<file path="src/include/reg_table_defines.svh">
// ##############################
// // Register scoreboard sizes
// // Table depth, tag and index widths, port counts
// ##############################

`ifndef REG_TABLE_DEFINES_SVH
`define REG_TABLE_DEFINES_SVH

// In-flight tags, one table entry per tag
`define RT_NUM_TAGS 4

// Producer tag width
`define RT_TAG_WIDTH 2

// Architectural register index width
`define RT_REG_IDX_WIDTH 4

// Subwarp id width, two subwarps
`define RT_SUBWARP_WIDTH 1

// Writeback ports checked each cycle
`define RT_WB_PORTS 2

// Source operands per instruction
`define RT_OPERANDS 2

`endif
</file>
<file path="src/reg_table_pkg.sv">
// ##############################
// // Register scoreboard types
// // Vector widths and packed structs shared by the table blocks
// ##############################

`default_nettype none

`include "reg_table_defines.svh"

package reg_table_pkg;

    // Scalar widths
    typedef logic [`RT_TAG_WIDTH-1:0]       tag_t;
    typedef logic [`RT_REG_IDX_WIDTH-1:0]   reg_idx_t;
    typedef logic [`RT_SUBWARP_WIDTH-1:0]   subwarp_id_t;
    typedef logic [$clog2(`RT_NUM_TAGS)-1:0] entry_idx_t;
    typedef logic [`RT_NUM_TAGS-1:0]        entry_mask_t;
    typedef logic [`RT_OPERANDS-1:0]        op_mask_t;

    // One table slot, destination owned by a producer tag
    typedef struct packed {
        subwarp_id_t subwarp_id;
        reg_idx_t    dst;
        tag_t        producer;
    } entry_t;

    // Decoder insert request
    typedef struct packed {
        logic                            insert;
        subwarp_id_t                     subwarp_id;
        reg_idx_t                        dst;
        tag_t                            tag;
        reg_idx_t [`RT_OPERANDS-1:0]     op_reg;
    } insert_req_t;

    // Execution unit writebacks, one valid and tag per port
    typedef struct packed {
        logic [`RT_WB_PORTS-1:0] valid;
        tag_t [`RT_WB_PORTS-1:0] tag;
    } wb_t;

    // Operand answer to the wait buffer
    typedef struct packed {
        op_mask_t                ready;
        tag_t [`RT_OPERANDS-1:0] tag;
    } operand_res_t;

endpackage : reg_table_pkg

`default_nettype wire

</file>
<file path="src/reg_table_top.sv">
// ##############################
// // Register scoreboard top
// // Store, allocator, control and operand lookups
// ##############################

`default_nettype none

`include "reg_table_defines.svh"

module reg_table_top (
    input  wire logic                          clk_i,
    input  wire logic                          rst_n_i,
    input  wire reg_table_pkg::insert_req_t    insert_req_i,
    input  wire reg_table_pkg::wb_t            wb_i,
    output reg_table_pkg::operand_res_t        operands_o,
    output logic                               all_dst_written_o
);

    // ##########################
    // Table state
    // ##########################

    reg_table_pkg::entry_t [`RT_NUM_TAGS-1:0] entries;
    reg_table_pkg::entry_mask_t               valid;

    // Allocator to control
    logic                      hit;
    reg_table_pkg::entry_idx_t hit_idx;
    logic                      free;
    reg_table_pkg::entry_idx_t free_idx;

    // Control to store
    reg_table_pkg::entry_mask_t clear;
    logic                       wr_en;
    reg_table_pkg::entry_idx_t  wr_idx;
    reg_table_pkg::entry_t      wr_entry;
    logic                       reuse;

    // Per operand lookup results
    logic                op_ready [`RT_OPERANDS];
    reg_table_pkg::tag_t op_tag   [`RT_OPERANDS];

    entry_store entry_store_i (
        .clk_i      (clk_i),
        .rst_n_i    (rst_n_i),
        .clear_i    (clear),
        .wr_en_i    (wr_en),
        .wr_idx_i   (wr_idx),
        .wr_entry_i (wr_entry),
        .reuse_i    (reuse),
        .entries_o  (entries),
        .valid_o    (valid)
    );

    entry_alloc entry_alloc_i (
        .clk_i      (clk_i),
        .rst_n_i    (rst_n_i),
        .req_i      (insert_req_i),
        .entries_i  (entries),
        .valid_i    (valid),
        .clear_i    (clear),
        .hit_o      (hit),
        .hit_idx_o  (hit_idx),
        .free_o     (free),
        .free_idx_o (free_idx)
    );

    reg_table_ctrl reg_table_ctrl_i (
        .req_i      (insert_req_i),
        .wb_i       (wb_i),
        .entries_i  (entries),
        .valid_i    (valid),
        .hit_i      (hit),
        .hit_idx_i  (hit_idx),
        .free_i     (free),
        .free_idx_i (free_idx),
        .clear_o    (clear),
        .wr_en_o    (wr_en),
        .wr_idx_o   (wr_idx),
        .wr_entry_o (wr_entry),
        .reuse_o    (reuse)
    );

    // ##########################
    // Operand lookups
    // ##########################

    for (genvar g = 0; g < `RT_OPERANDS; g++) begin : g_op
        operand_lookup operand_lookup_i (
            .clk_i        (clk_i),
            .rst_n_i      (rst_n_i),
            .op_reg_i     (insert_req_i.op_reg[g]),
            .subwarp_id_i (insert_req_i.subwarp_id),
            .entries_i    (entries),
            .valid_i      (valid),
            .wb_i         (wb_i),
            .ready_o      (op_ready[g]),
            .tag_o        (op_tag[g])
        );
    end

    // Gather lookup results into the output struct
    always_comb begin
        operands_o = '0;
        for (int o = 0; o < `RT_OPERANDS; o++) begin
            operands_o.ready[o] = op_ready[o];
            operands_o.tag[o]   = op_tag[o];
        end
    end

    // Nothing pending when no slot is valid
    assign all_dst_written_o = ~|valid;

endmodule : reg_table_top

`default_nettype wire

</file>
<file path="src/entry_store.sv">
// ##############################
// // Entry store
// // Table registers and valid bits
// ##############################

`default_nettype none

`include "reg_table_defines.svh"

module entry_store (
    input  wire logic                                      clk_i,
    input  wire logic                                      rst_n_i,
    input  wire reg_table_pkg::entry_mask_t                clear_i,
    input  wire logic                                      wr_en_i,
    input  wire reg_table_pkg::entry_idx_t                 wr_idx_i,
    input  wire reg_table_pkg::entry_t                     wr_entry_i,
    input  wire logic                                      reuse_i,
    output reg_table_pkg::entry_t [`RT_NUM_TAGS-1:0]       entries_o,
    output reg_table_pkg::entry_mask_t                     valid_o
);

    reg_table_pkg::entry_mask_t valid_d;

    // Clear first, then the write sets its slot again
    always_comb begin
        valid_d = valid_o & ~clear_i;
        if (wr_en_i) begin
            valid_d[wr_idx_i] = 1'b1;
        end
    end

    // Valid bits are control state
    always_ff @(posedge clk_i) begin
        if (!rst_n_i) begin
            valid_o <= '0;
        end else begin
            valid_o <= valid_d;
        end
    end

    // Payload, only the producer changes on reuse
    always_ff @(posedge clk_i) begin
        if (wr_en_i) begin
            entries_o[wr_idx_i].producer <= wr_entry_i.producer;
            if (!reuse_i) begin
                entries_o[wr_idx_i].subwarp_id <= wr_entry_i.subwarp_id;
                entries_o[wr_idx_i].dst        <= wr_entry_i.dst;
            end
        end
    end

    // Allocator hit must keep one slot per destination and subwarp
    for (genvar i = 0; i < `RT_NUM_TAGS; i++) begin : g_uniq_i
        for (genvar j = i + 1; j < `RT_NUM_TAGS; j++) begin : g_uniq_j
            assert property (@(posedge clk_i) disable iff (!rst_n_i)
                (valid_o[i] && valid_o[j]) |->
                    (entries_o[i].dst != entries_o[j].dst
                     || entries_o[i].subwarp_id != entries_o[j].subwarp_id))
                else $error("Entries %0d and %0d hold the same destination", i, j);
        end
    end

endmodule : entry_store

`default_nettype wire

</file>
<file path="src/reg_table_ctrl.sv">
// ##############################
// // Table control
// // Per-cycle clear mask and entry write
// ##############################

`default_nettype none

`include "reg_table_defines.svh"

module reg_table_ctrl (
    input  wire reg_table_pkg::insert_req_t                req_i,
    input  wire reg_table_pkg::wb_t                        wb_i,
    input  wire reg_table_pkg::entry_t [`RT_NUM_TAGS-1:0]  entries_i,
    input  wire reg_table_pkg::entry_mask_t                valid_i,
    input  wire logic                                      hit_i,
    input  wire reg_table_pkg::entry_idx_t                 hit_idx_i,
    input  wire logic                                      free_i,
    input  wire reg_table_pkg::entry_idx_t                 free_idx_i,
    output reg_table_pkg::entry_mask_t                     clear_o,
    output logic                                           wr_en_o,
    output reg_table_pkg::entry_idx_t                      wr_idx_o,
    output reg_table_pkg::entry_t                          wr_entry_o,
    output logic                                           reuse_o
);

    // ##########################
    // Writeback clear
    // ##########################

    // Drop every valid slot whose producer retires on any port
    always_comb begin
        clear_o = '0;
        for (int e = 0; e < `RT_NUM_TAGS; e++) begin
            for (int w = 0; w < `RT_WB_PORTS; w++) begin
                if (valid_i[e] && wb_i.valid[w]
                        && entries_i[e].producer == wb_i.tag[w]) begin
                    clear_o[e] = 1'b1;
                end
            end
        end
    end

    // ##########################
    // Insert write
    // ##########################

    // Pending destination gets its producer replaced
    assign reuse_o = req_i.insert && hit_i;

    // Write happens on reuse or when a free slot exists
    assign wr_en_o = req_i.insert && (hit_i || free_i);

    // Hit slot takes priority over the free slot
    assign wr_idx_o = hit_i ? hit_idx_i : free_idx_i;

    // New entry contents
    // store keeps dst and subwarp on reuse, they match anyway
    always_comb begin
        wr_entry_o            = '0;
        wr_entry_o.subwarp_id = req_i.subwarp_id;
        wr_entry_o.dst        = req_i.dst;
        wr_entry_o.producer   = req_i.tag;
    end

endmodule : reg_table_ctrl

`default_nettype wire

</file>
<file path="src/entry_alloc.sv">
// ##############################
// // Entry allocator
// // Hit on pending destination, else lowest free slot
// ##############################

`default_nettype none

`include "reg_table_defines.svh"

module entry_alloc (
    input  wire logic                                      clk_i,
    input  wire logic                                      rst_n_i,
    input  wire reg_table_pkg::insert_req_t                req_i,
    input  wire reg_table_pkg::entry_t [`RT_NUM_TAGS-1:0]  entries_i,
    input  wire reg_table_pkg::entry_mask_t                valid_i,
    input  wire reg_table_pkg::entry_mask_t                clear_i,
    output logic                                           hit_o,
    output reg_table_pkg::entry_idx_t                      hit_idx_o,
    output logic                                           free_o,
    output reg_table_pkg::entry_idx_t                      free_idx_o
);

    // Slots still held once this cycle's writebacks retire
    reg_table_pkg::entry_mask_t held;

    assign held = valid_i & ~clear_i;

    // ##########################
    // Destination match
    // ##########################

    // Same dst and subwarp already pending, reuse that slot
    always_comb begin
        hit_o     = 1'b0;
        hit_idx_o = '0;
        for (int e = 0; e < `RT_NUM_TAGS; e++) begin
            if (!hit_o && valid_i[e] && entries_i[e].dst == req_i.dst
                    && entries_i[e].subwarp_id == req_i.subwarp_id) begin
                hit_o     = 1'b1;
                hit_idx_o = reg_table_pkg::entry_idx_t'(e);
            end
        end
    end

    // ##########################
    // Free slot search
    // ##########################

    // Lowest slot not held, a slot retiring now counts as free
    always_comb begin
        free_o     = 1'b0;
        free_idx_o = '0;
        for (int e = 0; e < `RT_NUM_TAGS; e++) begin
            if (!free_o && !held[e]) begin
                free_o     = 1'b1;
                free_idx_o = reg_table_pkg::entry_idx_t'(e);
            end
        end
    end

    // Decoder must not insert a new destination into a full table
    assert property (@(posedge clk_i) disable iff (!rst_n_i)
        (req_i.insert && !hit_o) |-> free_o)
        else $error("Insert of dst %0d with no free entry", req_i.dst);

endmodule : entry_alloc

`default_nettype wire

</file>
<file path="src/operand_lookup.sv">
// ##############################
// // Operand lookup
// // Pending producer of one operand, with writeback bypass
// ##############################

`default_nettype none

`include "reg_table_defines.svh"

module operand_lookup (
    input  wire logic                                      clk_i,
    input  wire logic                                      rst_n_i,
    input  wire reg_table_pkg::reg_idx_t                   op_reg_i,
    input  wire reg_table_pkg::subwarp_id_t                subwarp_id_i,
    input  wire reg_table_pkg::entry_t [`RT_NUM_TAGS-1:0]  entries_i,
    input  wire reg_table_pkg::entry_mask_t                valid_i,
    input  wire reg_table_pkg::wb_t                        wb_i,
    output logic                                           ready_o,
    output reg_table_pkg::tag_t                            tag_o
);

    // ##########################
    // Table scan
    // ##########################

    logic                match;
    reg_table_pkg::tag_t found_tag;
    logic                wb_hit;

    // First valid entry with same register and subwarp wins
    always_comb begin
        match     = 1'b0;
        found_tag = '0;
        for (int e = 0; e < `RT_NUM_TAGS; e++) begin
            if (!match && valid_i[e] && entries_i[e].dst == op_reg_i
                    && entries_i[e].subwarp_id == subwarp_id_i) begin
                match     = 1'b1;
                found_tag = entries_i[e].producer;
            end
        end
    end

    // ##########################
    // Writeback bypass
    // ##########################

    // Producer retiring this cycle makes the value available now
    always_comb begin
        wb_hit = 1'b0;
        for (int w = 0; w < `RT_WB_PORTS; w++) begin
            if (wb_i.valid[w] && wb_i.tag[w] == found_tag) begin
                wb_hit = 1'b1;
            end
        end
    end

    // Not ready only while a producer is pending and not retiring
    assign ready_o = !match || wb_hit;
    // Tag stays reported even when bypassed
    assign tag_o   = found_tag;

    // Any matching entry whose producer retires must leave the operand ready
    for (genvar e = 0; e < `RT_NUM_TAGS; e++) begin : g_bypass_chk
        for (genvar w = 0; w < `RT_WB_PORTS; w++) begin : g_port
            assert property (@(posedge clk_i) disable iff (!rst_n_i)
                (valid_i[e] && entries_i[e].dst == op_reg_i
                 && entries_i[e].subwarp_id == subwarp_id_i
                 && wb_i.valid[w] && wb_i.tag[w] == entries_i[e].producer) |-> ready_o)
                else $error("Entry %0d retired on port %0d but operand not ready", e, w);
        end
    end

endmodule : operand_lookup

`default_nettype wire

</file>
<file path="config.mk">
export PLATFORM = sky130hd
export DESIGN_NAME = reg_table_top
export DESIGN_NICKNAME = d
export VERILOG_FILES = /design/src/reg_table_pkg.sv /design/src/reg_table_top.sv /design/src/entry_store.sv /design/src/reg_table_ctrl.sv /design/src/entry_alloc.sv /design/src/operand_lookup.sv
export VERILOG_INCLUDE_DIRS = /design/src /design/src/include
export SDC_FILE = /design/constraint.sdc
export NUM_CORES = 1
export LEC_CHECK = 0
export BUFFER_PORTS_ARGS = -buffer_cell sky130_fd_sc_hd__buf_2
export CAP_MARGIN = 20
export CORE_UTILIZATION = 41
export DETAILED_ROUTE_END_ITERATION = 8
export PLACE_DENSITY = 0.68
export SLEW_MARGIN = 20
export SYNTH_ARGS = -nofsm -noshare
export SYNTH_HDL_FRONTEND = slang
export SYNTH_SLANG_ARGS = --single-unit
</file>
<file path="constraint.sdc">
create_clock -name clk_i -period 2.3 [get_ports clk_i]
set_input_delay 0.115 -clock clk_i [delete_from_list [all_inputs] [get_ports clk_i]]
set_output_delay 0.115 -clock clk_i [all_outputs]
set_load 0.1 [all_outputs]
</file>
==> impl_results.md <==
- Levels on crit path: 9
- Synth area leader: edfxtp_1
- Worst r2r src: entry_store_i.entries_o[24]$_DFFE_PP_
- Met3 wire len: 361 microns
- Grt ovf: 0
- Netlist cell types: 48
- Top cell type's share of synthesized area: 0.328
- Cell Pwr Density: 475 mW/mm^2
- Wire length on met2: 4150 microns
- Core area: 0.00599 sq mm
- Static Leak: 1.49 nW
- Final period util: 1.23
- First-pass GRT wire length: 10600 microns
- Max cap viols: 0
- Failing checks: negative setup slack
- Post-synth EDFFs: 28
- Diode count: 0
- Pre-CTS setup slack: -0.147 ns
- Starting DRT DRC Count: 145
- Crit-path cells: xor2_1, nor4_4, nand2_1, and3_4, a32oi_4, xor2_2, a311oi_1, a22oi_1, bufbuf_16
- Initial antenna violation count: 0
- Area delta synth->final: 49.3%
- Crit path capture type: primary output
- Reg2reg setup slack: -0.21 ns
- Top post-synthesis cells by area: edfxtp_1 33%, xnor2_1 19%, nor2_1 5.4%
- Post-DP HPWL: 5330 microns
- FF-to-FF End: entry_store_i.entries_o[17]$_DFFE_PP_
- CP Launch Type: flop
- Crit-path leading delay family: compound AO/OA/AOI/OAI gates
- Syn Inst Count: 270
- Ports: 31
- Clock transition at path regs: 0.06 ns
- Most common cell in the netlist: xnor2_1
- H-Tree Depth: 2
- Final Slew Violations: 0
- Crit path largest cell delay: 0.44 ns
- Post-Syn Area: 0.00256 sq mm
- Arrival time worst endpoint: 2.72 ns
- Worst slew pin tran: 0.485 ns
- Final min period: 2.84 ns
- Clock buffer depth: 2
- Hold Path Depth: 1
- Final Core Density: 0.639
- Avg Cell Area, Syn: 9.50 sq um
- CP Data Required Time: 2.18 ns
- Relative max-transition margin: 0.679
- Pin count of the biggest net entering global routing: 11
- Share of cells above drive strength 1: 0.482
- WL final: 7700 microns
- CTS Sinks: 32
- VDD IR-drop max: 0.274 mV
- Die X: 81.1 microns
- Initial cell density of the core: 0.428
- Die height: 81.1 microns
- Final #Nets: 382
- Vias in the first global route: 2193
- Root buffer cell: clkbuf_8
- Setup tns final: -5.46 ns
- CP Buf/Inv Count: 1
- Rows: 28
- Crit-path max FO: 6
- RSZ-0062 raised after global routing: yes
- #FFs+latches synth: 32
- Routability cong.: 0.849
- Routed Antenna Nets: 0
- WL/cell: 17.7 microns
- Metal-1 WL: 3000 microns
- R2R depth: 11
- Worst Min Path Start: insert_req_i[8]
- Fin. Hold Viols: 0
- Residual DRC count: 0
- Setup WS post-layout: -0.537 ns
- Worst-Skew Late Latency: 0.29 ns
- Top layer used by detailed routing: met4
- First-pass DRT Iterations: 4
- CTS tree: yes
- Synth cell count leaders: 56 x xnor2_1, 37 x nor2_1, 28 x edfxtp_1
- Yosys warning count: 0
- Status: complete, but fails checks
- CTS Buf Count: 5
- CP Class: reg2out
- Max Clk Rate: 0.352 GHz
- Final Setup Violations: 42
- Ys async rst share: 0
- Syn_nets: 294
- Number of port buffers: 30
- Seq/Total Area, Yosys: 0.359
- Worst Hold Class: in2reg
- Die outline area: 0.00658 sq mm
- Worst Hold Path EP: entry_store_i.entries_o[21]$_DFFE_PP_
- Slowest CP cell: edfxtp_1
- Via/cell ratio: 5.56
- Gr usage total: 0.217
- Vias: 2414
- Most common flop cell mapped by yosys: edfxtp_1
- Clock skew: 0.00643 ns
area by class of cell:
class	instances	area, sq um
Clock inverter	3	37.5
Inverter	9	36.3
Sequential cell	32	921
Tap cell	75	93.8
Timing Repair Buffer	101	855
Clock buffer	5	68.8
Multi-Input combinational cell	209	1820
Fill cell	434	2160
sequential cells by signal, indices dropped and copies added, names as in the netlist:
name                     flops
entry_store_i.entries_o     28
entry_store_i.valid_o        4
repair_timing:
action | 4_1_cts | 5_1_grt
endpoints found under the hold margin | 0 | 0
pin swaps | 7 | 36
resized for setup | 16 | 73
setup buffers | 4 | 19
hold buffers | 0 | 0
endpoints found under the setup margin | 23 | 48
stage by stage:
step | instance area [sq um] | power [W] | hold slack (ns) | std cells
after floorplan | 2590 | 0.00101 | 0.214 | 270
after global placement | 3180 | 0.00115 | 0.342 | 406
after detailed placement | 3180 | 0.00116 | 0.338 | 406
after CTS | 3380 | 0.00170 | 0.0486 | 418
after global routing | 3830 | 0.00188 | 0.0522 | 434
final | 3830 | 0.00182 | 0.0532 | 434
cell usage in the layout, fill, tap and decap left out, types with 2 or more instances in the layout:
| cell | netlist | layout |
|---|---|---|
| buf_4 | 2 | 55 |
| xnor2_1 | 56 | 51 |
| edfxtp_1 | 28 | 28 |
| buf_2 | 9 | 24 |
| nor2_1 | 37 | 21 |
| nand3_1 | 20 | 18 |
| buf_6 | 3 | 15 |
| xor2_1 | 13 | 13 |
| nand4_1 | 9 | 9 |
| nor2_2 | 0 | 8 |
| nor2_4 | 0 | 8 |
| inv_1 | 9 | 8 |
| nand2_2 | 1 | 7 |
| buf_12 | 0 | 6 |
| clkbuf_8 | 0 | 5 |
| xnor2_2 | 0 | 4 |
| or2_4 | 2 | 4 |
| o22ai_1 | 6 | 4 |
| nand2_1 | 12 | 4 |
| dfxtp_1 | 4 | 4 |
| nor3_2 | 0 | 3 |
| xnor2_4 | 2 | 3 |
| nand2_4 | 1 | 3 |
| o22ai_2 | 0 | 2 |
| xor2_2 | 2 | 2 |
| and2_1 | 2 | 2 |
| o2111ai_1 | 4 | 2 |
| o2111ai_2 | 0 | 2 |
| a31oi_1 | 4 | 2 |
| a21oi_1 | 4 | 2 |
| a311oi_1 | 2 | 2 |
| clkinv_1 | 0 | 2 |
worst max path at each step:
stage	startpoint	end	slack, ns
4_1_cts	entry_store_i.entries_o[9]$_DFFE_PP_	operands_o[5]	-0.40
3_3_place_gp	entry_store_i.entries_o[25]$_DFFE_PP_	entry_store_i.entries_o[9]$_DFFE_PP_	-0.18
5_1_grt	entry_store_i.entries_o[11]$_DFFE_PP_	operands_o[5]	-0.64
6_report	entry_store_i.entries_o[17]$_DFFE_PP_	operands_o[5]	-0.54
2_1_floorplan	entry_store_i.entries_o[19]$_DFFE_PP_	operands_o[5]	0.02
3_5_place_dp	entry_store_i.entries_o[25]$_DFFE_PP_	entry_store_i.entries_o[10]$_DFFE_PP_	-0.15
power breakdown:
part / leakage [nW] / internal [W] / switching (W)
clock: 0.0532 / 0.000315 / 0.000206
combinational: 1.12 / 0.000282 / 0.000314
sequential: 0.318 / 0.000667 / 0.0000347
total: 1.49 / 0.00126 / 0.000555
layer usage:
metal  up-vias  track usage
met5         -            0
met4         0        0.100
met3        23       0.0236
met2        87        0.391
met1      1187        0.257
li1       1117            -
kinds of logic after synthesis:
group | synth area share
simple gates | 0.213
xor+xnor | 0.270
compound gates | 0.0990
flops | 0.359
buf+inv | 0.0590
worst register-to-register path, stage by stage, from the launching register on:
cell and delay, ns:
edfxtp_1 0.42, buf_4 0.16, xor2_1 0.13, nor4_1 0.36, buf_4 0.20, nand3_4 0.09
nand2b_4 0.09, or2_4 0.13, o41ai_4 0.06, or2_4 0.31, nor2_2 0.13, buf_4 0.14
No activity file was read; power rests on OpenSTA's default activity.
